`src/verilog/nocPkg.sv`:
```
package nocPkg;

  // Router ports in arbiter rotation order
  localparam int portCount = 5;

  typedef logic [2:0] portIdx;

  localparam portIdx portL = 3'd0;
  localparam portIdx portN = 3'd1;
  localparam portIdx portE = 3'd2;
  localparam portIdx portW = 3'd3;
  localparam portIdx portS = 3'd4;

  typedef enum logic [2:0] {
    kindHead = 3'd1,
    kindBody = 3'd2,
    kindTail = 3'd3
  } flitKindT;

  // 4 by 4 mesh
  localparam int coordW = 2;
  localparam int lengthW = 12;

  // Entries per input buffer
  localparam int fifoDepth = 4;

  typedef struct packed {
    logic [coordW-1:0]  destX;
    logic [coordW-1:0]  destY;
    logic [lengthW-1:0] length;
    logic [15:0]        srcId;
  } headFieldsT;

  // Same word seen as head fields or body data
  typedef union packed {
    headFieldsT  head;
    logic [31:0] data;
  } flitPayloadU;

  typedef struct packed {
    flitKindT    kind;
    flitPayloadU payload;
  } flitT;

endpackage

```
`src/verilog/portTimer.sv`:
```
`timescale 1ns/1ps

module portTimer
(
  input  logic         clk,
  input  logic         rst,
  input  nocPkg::flitT headFlit,
  input  logic         headValid,
  input  logic         run,
  output logic         timesup
);
  import nocPkg::*;

  logic [lengthW-1:0] limit;
  logic [lengthW-1:0] count;

  always_ff @(posedge clk)
  begin
    if (rst)
    begin
      limit <= '0;
      count <= '0;
    end
    else
    begin
      // Hold budget comes with each new packet
      if (headValid && headFlit.kind == kindHead)
      begin
        limit <= headFlit.payload.head.length;
      end
      if (run)
      begin
        count <= count + 1'b1;
      end
      else
      begin
        count <= '0;
      end
    end
  end

  assign timesup = (count == limit);

endmodule

```
`src/verilog/switchArbiter.sv`:
```
`timescale 1ns/1ps

module switchArbiter
(
  input  logic                                  clk,
  input  logic                                  rst,
  input  logic [nocPkg::portCount-1:0]          req,
  input  nocPkg::flitT [nocPkg::portCount-1:0]  headFlit,
  input  logic [nocPkg::portCount-1:0]          headValid,
  output logic [nocPkg::portCount-1:0]          grant
);
  import nocPkg::*;

  logic                 idle;
  portIdx               owner;
  logic                 nextIdle;
  portIdx               nextOwner;
  logic [portCount-1:0] nextGrant;
  logic                 hold;
  logic [portCount-1:0] runVec;
  logic [portCount-1:0] timesup;

  genvar i;
  generate
    for (i = 0; i < portCount; i++)
    begin : g_timer
      portTimer i_timer
      (
        .clk       (clk),
        .rst       (rst),
        .headFlit  (headFlit[i]),
        .headValid (headValid[i]),
        .run       (runVec[i]),
        .timesup   (timesup[i])
      );
    end
  endgenerate

  always_comb
  begin : nextGrantLogic
    int   base;
    int   cand;
    logic found;
    base = 0;
    cand = 0;
    found = 1'b0;
    nextIdle = 1'b1;
    nextOwner = owner;
    // Owner keeps the output until it stops asking or its budget runs out
    hold = !idle && req[owner] && !timesup[owner];
    if (hold)
    begin
      nextIdle = 1'b0;
    end
    else
    begin
      // Search from the port after the owner, or from Local when idle
      base = idle ? int'(portL) : int'(owner) + 1;
      for (int k = 0; k < portCount; k++)
      begin
        cand = (base + k) % portCount;
        if (!found && req[cand] && (idle || cand != int'(owner)))
        begin
          found = 1'b1;
          nextIdle = 1'b0;
          nextOwner = portIdx'(cand);
        end
      end
    end
    nextGrant = '0;
    nextGrant[nextOwner] = !nextIdle;
  end

  // Only the holding owner's timer counts
  assign runVec = hold ? grant : '0;

  always_ff @(posedge clk)
  begin
    if (rst)
    begin
      idle <= 1'b1;
      owner <= portL;
      grant <= '0;
    end
    else
    begin
      idle <= nextIdle;
      owner <= nextOwner;
      grant <= nextGrant;
    end
  end

endmodule

```
`src/verilog/inputPort.sv`:
```
`timescale 1ns/1ps

module inputPort
#(
  parameter logic [nocPkg::coordW-1:0] routerX = '0,
  parameter logic [nocPkg::coordW-1:0] routerY = '0
)
(
  input  logic                         clk,
  input  logic                         rst,
  input  nocPkg::flitT                 inFlit,
  input  logic                         inValid,
  output logic                         inReady,
  input  logic                         pop,
  output nocPkg::flitT                 headFlit,
  output logic                         headValid,
  output logic [nocPkg::portCount-1:0] reqVec
);
  import nocPkg::*;

  flitT                             mem [fifoDepth];
  logic [$clog2(fifoDepth)-1:0]     wrPtr;
  logic [$clog2(fifoDepth)-1:0]     rdPtr;
  logic [$clog2(fifoDepth+1)-1:0]   count;
  logic                             push;
  logic                             frontIsHead;
  logic [portCount-1:0]             routeNow;
  logic [portCount-1:0]             routeReg;

  assign inReady = (count != fifoDepth);
  assign push = inValid && inReady;
  assign headValid = (count != '0);
  assign headFlit = mem[rdPtr];
  assign frontIsHead = headValid && headFlit.kind == kindHead;

  always_ff @(posedge clk)
  begin
    if (push)
    begin
      mem[wrPtr] <= inFlit;
    end
  end

  always_ff @(posedge clk)
  begin
    if (rst)
    begin
      wrPtr <= '0;
      rdPtr <= '0;
      count <= '0;
    end
    else
    begin
      if (push)
      begin
        wrPtr <= (wrPtr == fifoDepth - 1) ? '0 : wrPtr + 1'b1;
      end
      if (pop)
      begin
        rdPtr <= (rdPtr == fifoDepth - 1) ? '0 : rdPtr + 1'b1;
      end
      case ({push, pop})
        2'b10:   count <= count + 1'b1;
        2'b01:   count <= count - 1'b1;
        default: count <= count;
      endcase
    end
  end

  // XY routing with X resolved first
  always_comb
  begin
    routeNow = '0;
    if (headFlit.payload.head.destX > routerX)
      routeNow[portE] = 1'b1;
    else if (headFlit.payload.head.destX < routerX)
      routeNow[portW] = 1'b1;
    else if (headFlit.payload.head.destY > routerY)
      routeNow[portS] = 1'b1;
    else if (headFlit.payload.head.destY < routerY)
      routeNow[portN] = 1'b1;
    else
      routeNow[portL] = 1'b1;
  end

  // Body and tail flits follow their head's output
  always_ff @(posedge clk)
  begin
    if (rst)
      routeReg <= '0;
    else if (frontIsHead)
      routeReg <= routeNow;
    else if (pop && headFlit.kind == kindTail)
      routeReg <= '0;
  end

  assign reqVec = !headValid ? '0 : (frontIsHead ? routeNow : routeReg);

endmodule

```
`src/verilog/outputPort.sv`:
```
`timescale 1ns/1ps

module outputPort
(
  input  logic                                  clk,
  input  logic                                  rst,
  input  logic [nocPkg::portCount-1:0]          req,
  input  nocPkg::flitT [nocPkg::portCount-1:0]  headFlit,
  input  logic [nocPkg::portCount-1:0]          headValid,
  output logic [nocPkg::portCount-1:0]          pop,
  output nocPkg::flitT                          outFlit,
  output logic                                  outValid,
  input  logic                                  outReady
);
  import nocPkg::*;

  logic [portCount-1:0] grant;
  logic                 space;
  flitT                 selFlit;

  switchArbiter i_arbiter
  (
    .clk       (clk),
    .rst       (rst),
    .req       (req),
    .headFlit  (headFlit),
    .headValid (headValid),
    .grant     (grant)
  );

  // Register is free, or empties on this edge
  assign space = !outValid || outReady;

  // Grant is one edge old, so the input must still be asking
  assign pop = grant & req & {portCount{space}};

  always_comb
  begin
    selFlit = '0;
    for (int i = 0; i < portCount; i++)
    begin
      if (grant[i])
      begin
        selFlit = headFlit[i];
      end
    end
  end

  always_ff @(posedge clk)
  begin
    if (rst)
      outValid <= 1'b0;
    else if (|pop)
      outValid <= 1'b1;
    else if (outReady)
      outValid <= 1'b0;
  end

  always_ff @(posedge clk)
  begin
    if (|pop)
    begin
      outFlit <= selFlit;
    end
  end

endmodule

```
`src/verilog/nocRouter.sv`:
```
`timescale 1ns/1ps

module nocRouter
#(
  parameter logic [nocPkg::coordW-1:0] routerX = '0,
  parameter logic [nocPkg::coordW-1:0] routerY = '0
)
(
  input  logic                                  clk,
  input  logic                                  rst,
  input  nocPkg::flitT [nocPkg::portCount-1:0]  inFlit,
  input  logic [nocPkg::portCount-1:0]          inValid,
  output logic [nocPkg::portCount-1:0]          inReady,
  output nocPkg::flitT [nocPkg::portCount-1:0]  outFlit,
  output logic [nocPkg::portCount-1:0]          outValid,
  input  logic [nocPkg::portCount-1:0]          outReady
);
  import nocPkg::*;

  flitT [portCount-1:0]                 headFlit;
  logic [portCount-1:0]                 headValid;
  logic [portCount-1:0]                 inPop;
  // Indexed [input][output]
  logic [portCount-1:0][portCount-1:0]  reqVec;
  logic [portCount-1:0][portCount-1:0]  popIn;
  // Indexed [output][input]
  logic [portCount-1:0][portCount-1:0]  reqOut;
  logic [portCount-1:0][portCount-1:0]  popOut;

  genvar i, k;
  generate
    for (i = 0; i < portCount; i++)
    begin : g_port
      inputPort #(.routerX(routerX), .routerY(routerY)) i_input
      (
        .clk       (clk),
        .rst       (rst),
        .inFlit    (inFlit[i]),
        .inValid   (inValid[i]),
        .inReady   (inReady[i]),
        .pop       (inPop[i]),
        .headFlit  (headFlit[i]),
        .headValid (headValid[i]),
        .reqVec    (reqVec[i])
      );

      outputPort i_output
      (
        .clk       (clk),
        .rst       (rst),
        .req       (reqOut[i]),
        .headFlit  (headFlit),
        .headValid (headValid),
        .pop       (popOut[i]),
        .outFlit   (outFlit[i]),
        .outValid  (outValid[i]),
        .outReady  (outReady[i])
      );

      for (k = 0; k < portCount; k++)
      begin : g_cross
        assign reqOut[k][i] = reqVec[i][k];
        assign popIn[i][k] = popOut[k][i];
      end

      assign inPop[i] = |popIn[i];
    end
  endgenerate

endmodule

```
`config.mk`:
```
export PLATFORM = sky130hd
export DESIGN_NAME = nocRouter
export DESIGN_NICKNAME = d
export VERILOG_FILES = /design/src/verilog/nocPkg.sv /design/src/verilog/portTimer.sv /design/src/verilog/switchArbiter.sv /design/src/verilog/inputPort.sv /design/src/verilog/outputPort.sv /design/src/verilog/nocRouter.sv
export SDC_FILE = /design/constraint.sdc
export NUM_CORES = 2
export LEC_CHECK = 0
export BUFFER_PORTS_ARGS = -buffer_cell sky130_fd_sc_hd__buf_2
export CELL_PAD_IN_SITES_DETAIL_PLACEMENT = 0
export CELL_PAD_IN_SITES_GLOBAL_PLACEMENT = 1
export CORE_UTILIZATION = 50
export DETAILED_ROUTE_END_ITERATION = 7
export GPL_TIMING_DRIVEN = 0
export PLACE_DENSITY = 0.88
export REMOVE_ABC_BUFFERS = 1
export SYNTH_ARGS = -nofsm -noshare
export SYNTH_HDL_FRONTEND = slang
export SYNTH_SLANG_ARGS = --single-unit
```
`constraint.sdc`:
```
create_clock -name clk -period 9.3 [get_ports clk]
set_input_delay 0.93 -clock clk [delete_from_list [all_inputs] [get_ports clk]]
set_output_delay 0.93 -clock clk [all_outputs]
set_load 0.02 [all_outputs]
```
Word level (Yosys, flattened, before mapping)
Memories as Yosys holds them, arrays and structs flattened. A register that Yosys moved wholly into a read port is not among the register bits.
Index checks and enable logic that the tools add are counted.
{"block": "op_classes", "addsub": 70, "div": 25, "order_cmp": 60, "n_eq_ne": 85, "muxes": 355, "n_bitwise": 40, "reduce_logical": 200}
{"operator": "2-to-1 mux 35 bit", "n": 25}
{"operator": "less-than comparator 32 x 5 -> 1 bit (second input constant)", "n": 25}
{"operator": "remainder unit 32 x 4 -> 32 bit (second input constant)", "n": 25}
{"operator": "!= test 32 x 4 -> 1 bit", "n": 25}
{"operator": "adder 12 x 1 -> 12 bit (second input constant)", "n": 25}
{"operator": "equality test 12 bit", "n": 25}
{"operator": "2-to-1 mux 1 bit", "n": 185}
{"operator": "2-to-1 mux 5 bit", "n": 25}
{"operator": "binary-select mux 1 bit (select 3 bit)", "n": 35}
{"operator": "2-to-1 mux 3 bit", "n": 30}
{"operator": "2-to-1 mux 2 bit", "n": 40}
{"operator": "bitwise AND 5 bit", "n": 15}
{"operator": "logical AND 1 bit", "n": 75}
{"operator": "adder 4 x 2 -> 5 bit (second input constant)", "n": 10}
{"operator": "OR reduction 2 bit", "n": 25}
{"operator": "OR reduction 5 bit", "n": 10}
{"operator": "zero test 1 bit", "n": 40}
{"operator": "less-than comparator 3 x 4 -> 1 bit (second input constant)", "n": 10}
{"operator": "equality test 2 bit (second input constant)", "n": 15}
{"operator": "logical OR 1 bit", "n": 30}
{"operator": "case mux 3 bit (2 select lines)", "n": 5}
{"operator": "nonzero test 2 bit", "n": 15}
{"operator": "adder 4 x 1 -> 5 bit (second input constant)", "n": 5}
{"operator": "adder 4 x 3 -> 5 bit (second input constant)", "n": 5}
{"operator": "other kinds (15)", "n": 110}
{"block": "word_totals", "regBits": 645, "ram_bits": 700, "in_bits": 187, "mem_count": 5}
{"name": "g_port[0].i_input.mem", "words": 4, "word_bits": 35, "rd": 1, "rd_clocked_by_memory_dff": 1, "wr": 1, "line_no": "inputPort.sv:21", "source": "flitT mem [fifoDepth];"}
{"name": "g_port[1].i_input.mem", "words": 4, "word_bits": 35, "rd": 1, "rd_clocked_by_memory_dff": 1, "wr": 1, "line_no": "inputPort.sv:21"}
{"name": "g_port[2].i_input.mem", "words": 4, "word_bits": 35, "rd": 1, "rd_clocked_by_memory_dff": 1, "wr": 1, "line_no": "inputPort.sv:21"}
{"name": "g_port[3].i_input.mem", "words": 4, "word_bits": 35, "rd": 1, "rd_clocked_by_memory_dff": 1, "wr": 1, "line_no": "inputPort.sv:21"}
{"name": "g_port[4].i_input.mem", "words": 4, "word_bits": 35, "rd": 1, "rd_clocked_by_memory_dff": 1, "wr": 1, "line_no": "inputPort.sv:21"}

Longest topological paths before layout
{"block": "logic_depth", "depth_word": 38, "mapped_depth": 35}

Modules after synthesis
Synthesis repeated with hierarchy kept, for this count alone.
{"block": "unflattened", "cells_unflattened": 8692, "hier_area_um2": 89363.2}
{"mod": "portTimer", "n_inst": 25, "cells_each": 126, "area_each_um2": 1079.8, "seq_area_each_um2": 480.5}
{"mod": "switchArbiter at g_port[0].i_output.i_arbiter ...", "n_inst": 4, "cells_each": 578, "area_each_um2": 4340.4, "seq_area_each_um2": 180.2}
{"mod": "inputPort at g_port[0].i_input ...", "n_inst": 3, "cells_each": 256, "area_each_um2": 5706.7, "seq_area_each_um2": 4444.3}
{"mod": "outputPort", "n_inst": 5, "cells_each": 255, "area_each_um2": 2337.2, "seq_area_each_um2": 1071.0}
{"mod": "inputPort at g_port[2].i_input", "n_inst": 1, "cells_each": 257, "area_each_um2": 5706.7, "seq_area_each_um2": 4444.3}
{"mod": "inputPort at g_port[4].i_input", "n_inst": 1, "cells_each": 255, "area_each_um2": 5701.7, "seq_area_each_um2": 4444.3}
{"mod": "switchArbiter at g_port[3].i_output.i_arbiter", "n_inst": 1, "cells_each": 660, "area_each_um2": 4729.5, "seq_area_each_um2": 180.2}
{"mod": "nocRouter", "n_inst": 1, "cells_each": 15, "area_each_um2": 62.6, "seq_area_each_um2": 0.0}

Worst setup path after synthesis
No wires, ideal clock.
{"block": "synth_path", "path_type": "reg-to-reg", "start": "register g_port[4].i_output.i_arbiter.idle", "end": "register g_port[4].i_output.i_arbiter.grant[2] (netlist bit)", "arrival_time_ns": 7.284, "required_ns": 9.227, "path_slack_ns": 1.943, "stages_incl_launch_ff": 36, "n_path_buf": 8, "period_less_slack_ns": 7.357, "cell_sequence": "dfxtp_1 > buf_2 > inv_1 > buf_2 > nand2_1 > inv_1 > clkbuf_1 > ha_1 > clkbuf_1 > clkbuf_1 > or2_2 > nand2_1 > ha_1 > or3_1 > clkbuf_1 > a311o_1 > and2_1 > ha_1 > nor2_1 > nand3_1 > a21boi_0 > xnor2_1 > inv_1 > ha_1 > clkbuf_1 > inv_1 > o21ai_0 > nand4b_1 > buf_2 > a22oi_1 > nand3_1 > o32a_1 > a21o_1 > or4b_1 > o221ai_2 > nor3b_2"}
{"block": "synth_via", "elab_chain_len": 33, "word_cells_on_any_way": 78, "cone_classes": "add/sub: 4; div: 5; order compare: 2; eq/ne: 5; mux: 38; bitwise: 1; reduce/logical: 23"}
{"item": "start, declared", "line_no": "switchArbiter.sv:14", "source": "logic idle;"}
{"item": "start signal, assigned", "line_no": "switchArbiter.sv:87", "source": "idle <= nextIdle;"}
{"item": "branches (longest 32 deep; another with remainder unit 32 x 4 -> 32 bit)"}
{"item": "bitwise AND 5 bit (no source line) (*)"}
{"item": "end signal, assigned", "line_no": "switchArbiter.sv:89", "source": "grant <= nextGrant;"}
{"item": "end, declared", "line_no": "switchArbiter.sv:10", "source": "output logic [nocPkg::portCount-1:0] grant"}
Every way passes the cells marked *. The select of a mux whose other input is x is not followed.
A chain may end at the register's enable or synchronous reset.

Worst setup path in the final report
{"block": "layout_path", "start": "register g_port[4].i_output.i_arbiter.owner[0]", "end": "register g_port[4].i_output.i_arbiter.grant[0] (netlist bit)"}
{"block": "layout_via", "elab_chain_len": 34, "word_cells_on_any_way": 83, "cone_classes": "add/sub: 5; div: 5; order compare: 2; eq/ne: 5; mux: 42; bitwise: 1; reduce/logical: 23"}
{"item": "start, declared", "line_no": "switchArbiter.sv:15", "source": "portIdx owner;"}
{"item": "start signal, assigned", "line_no": "switchArbiter.sv:82", "source": "owner <= portL;"}
{"item": "start signal, assigned", "line_no": "switchArbiter.sv:88", "source": "owner <= nextOwner;"}
{"item": "branches (longest 33 deep; another with remainder unit 32 x 4 -> 32 bit)"}
{"item": "bitwise AND 5 bit (no source line) (*)"}
Marks and branches as above.

==> results.ini <==
[run_status]
status = finished with violations
failed_checks = max-capacitance violations, max-slew violations

[final_layout]
drive_above_1_share_pct = 16.0
syn_to_final_growth_pct = 11.6
final_common_cell = edfxtp_1
layout.nets = 5881
layout_common_cells = 805 x edfxtp_1, 618 x nor2_1, 388 x a21oi_1, 363 x nand2_1, 299 x dfxtp_1
final_util_pct = 56.4

[grt]
grtUsageTotal_pct = 28.8
grt_antenna_before_repair = 44
grtUsageMet1_pct = 36.5
grt_overflow = 0
met3_usage_pct = 6.69
grt_max_degree = 75
grt_pass1_vias = 42826
grt_busiest_layer = met2
met2_usage_pct = 45.9
grt_pass1_wl_um = 265000

[sta]
slew_headroom_pct = -7.48
fin_skew_ns = 0.0575
timing.final.crit_share_pct = 94.3
hold_viol_final = 0
drv_slew = 7
tightest_slew_ns = 1.61
rsz0062_at_grt = no
fmax_ghz = 0.114
setup_viol = 0
period_minus_slack_ns = 8.77

[critical_path]
cp_common_cell = ha_1
cp_data_required_time_ns = 9.93
cpMaxStageDelayCell = dfxtp_4
endpoint_kind = flop
path_class = reg2reg
critPathLaunchType = flop
slowest_delay_ns = 0.57
timing.critical_path.arrival_ns = 9.41
path_max_fanout = 21

[placement]
portBuffers = 297
dp_hpwl_um = 124000
gp_congestion = 0.929

[yosys]
synthFlopType = edfxtp_1
synth_seq_cells = 1135
syn_avg_cell_area_um2 = 11.2
synth_cells = 5325
synth_top_area_cell = edfxtp_1
synth-edff-count = 805
synthTopCellsByArea = edfxtp_1 41%, dfxtp_1 11%, mux4_2 6.9%, nor2_1 3.9%, ha_1 3.6%
synth.distinct_cells = 119
seq_area_frac_synth_pct = 51.6
synth_top_area_share_pct = 40.5
ys_warn_count = 0
synth.cell_area_mm2 = 0.0596
ys_async_sr_fraction_pct = 0

[floorplan]
die_height_um = 347
start_util_pct = 50.5
rows = 126
die_x_um = 347
io_pins = 372
coreArea_mm2 = 0.118
die-area_mm2 = 0.121

[clocking]
clkTransAtPathRegs_ns = 0.07
cts_buffers = 104
root_buffer = clkbuf_16
htreeDepth = 3
cts_hold_buffers = 0
clkSinkCount = 1135
clock_path_buffers = 3
clk_latency_ns = 0.71
cts_tree = built

[drt]
vias_per_cell = 6.23
drt-pass1-iter-count = 6
num_vias = 44644
drc_errors = 0
wl_per_cell_um = 24.8
wl_um = 177000
first_iter_violations = 4630
antenna_left = 0

[power]
peakVddDrop_mv = 0.201
total_power_mw = 12.3
powerDensity_mw_per_mm2 = 185
cellLeakagePower_nw = 23.6

[worst_hold_path]
hold_class = in2reg

[job]
cap_violations = 1

-- layer usage --
layer  part of all wire [%]  up-vias
met5                   0.11        -
met4                    5.5       32
met3                    9.4      415
met2                     47     2100
met1                     38    21934
li1                       -    20163
-- area by class of cell --
| class | instances | area, um2 |
|---|---|---|
| Antenna cell | 24 | 60.1 |
| Inverter | 140 | 539 |
| Tap cell | 1536 | 1920 |
| Timing Repair Buffer | 351 | 2510 |
| Clock inverter | 74 | 743 |
| Clock buffer | 123 | 2720 |
| Multi-Input combinational cell | 3786 | 27200 |
| Sequential cell | 1135 | 30900 |
| Fill cell | 9639 | 51500 |
-- worst paths after layout --
kind,slack (ns),cells after the start,end,from
worst max-delay path,0.53,31,g_port[4].i_output.i_arbiter.grant[0],g_port[4].i_output.i_arbiter.owner[0]
worst min-delay path,0.44,1,g_port[3].i_input.mem[1][13],inFlit[118]
worst max register to register,0.53,31,g_port[4].i_output.i_arbiter.grant[0],g_port[4].i_output.i_arbiter.owner[0]
worst min register to register,0.47,2,g_port[1].i_input.routeReg[4],g_port[1].i_input.routeReg[4]
-- sequential cells by signal, indices dropped and copies added (netlist names), named ones only --
name and cells:
g_port.i_output.i_arbiter.g_timer.i_timer.limit 60, g_port.i_input.mem 700, g_port.i_output.outFlit 105, g_port.i_input.rdPtr 10, g_port.i_output.outValid 3, g_port.i_output.i_arbiter.owner 9, g_port.i_output.i_arbiter.idle 3, g_port.i_output.i_arbiter.g_timer.i_timer.count 180
g_port.i_output.i_arbiter.grant 15, g_port.i_input.wrPtr 10, g_port.i_input.routeReg 15, g_port.i_input.count 15
-- stage by stage --
step | cell area [um2] | setup WS [ns] | cells | TNS [ns] | hold WS [ns]
2_1_floorplan | 58300 | 1.13 | 5061 | 0 | 0.431
3_3_place_gp | 61700 | -3.31 | 6894 | -534.92 | 0.441
3_5_place_dp | 62800 | -1.39 | 6940 | -18.78 | 0.451
4_1_cts | 66300 | 0.0378 | 7137 | 0 | 0.412
5_1_grt | 66500 | 0.00820 | 7154 | 0 | 0.430
6_report | 66500 | 0.527 | 7169 | 0 | 0.438
-- cells in the mapped netlist, types with 13 or more instances --
cell type	n
o211ai_1	36
mux2_2	18
nand4b_1	13
a211oi_1	36
nor3_1	74
mux4_2	182
a211o_1	18
nand2b_1	43
o2111ai_1	14
nand4_1	53
clkbuf_1	192
buf_4	82
mux2i_1	90
or3_1	23
o21ai_0	209
dfxtp_1	330
a31oi_1	37
or2_2	27
buf_2	27
nor2b_1	38
nand2_1	367
a21oi_1	389
and2_1	28
a21o_1	18
a21boi_0	19
xnor2_1	220
nand3_1	164
o22ai_1	16
nor2_1	620
xor2_1	195
buf_1	31
o31ai_1	17
a22oi_1	120
inv_1	127
o221ai_1	13
edfxtp_1	805
o21ai_1	14
nor4_1	46
nand3b_1	13
and3_1	93
o21a_1	19
ha_1	171
-- power by group --
part,internal [mW],switching [mW],total [mW]
registers,5.61,0.194,5.81
clock network,2.39,1.93,4.32
logic,0.765,1.39,2.16
-- cells by family after synthesis --
logic type	after synthesis	share of synthesized area, %
AO/OA/AOI/OAI	1158	12.7
XOR/XNOR	416	6.14
adder cells (fa/ha/maj)	176	3.76
buffers and inverters	475	3.59
flip-flops	1135	51.6
multiplexers	291	8.75
other	1	0.00629
AND/OR/NAND/NOR	1673	13.4
-- timing repair --
item,CTS,global route
endpoints found under the setup margin,23,27
setup buffers,0,6
resized for setup,19,21
-- critical path, delay by kind of cell (launching register included) --
kind | cells | cell delay (ns)
AO/OA/AOI/OAI | 12 | 3.42
XOR/XNOR | 1 | 0.25
adder cells (fa/ha/maj) | 5 | 1.49
buffers and inverters | 4 | 0.71
flip-flops | 1 | 0.57
AND/OR/NAND/NOR | 9 | 2.23
Note: power is estimated with default switching activity, not from simulation.
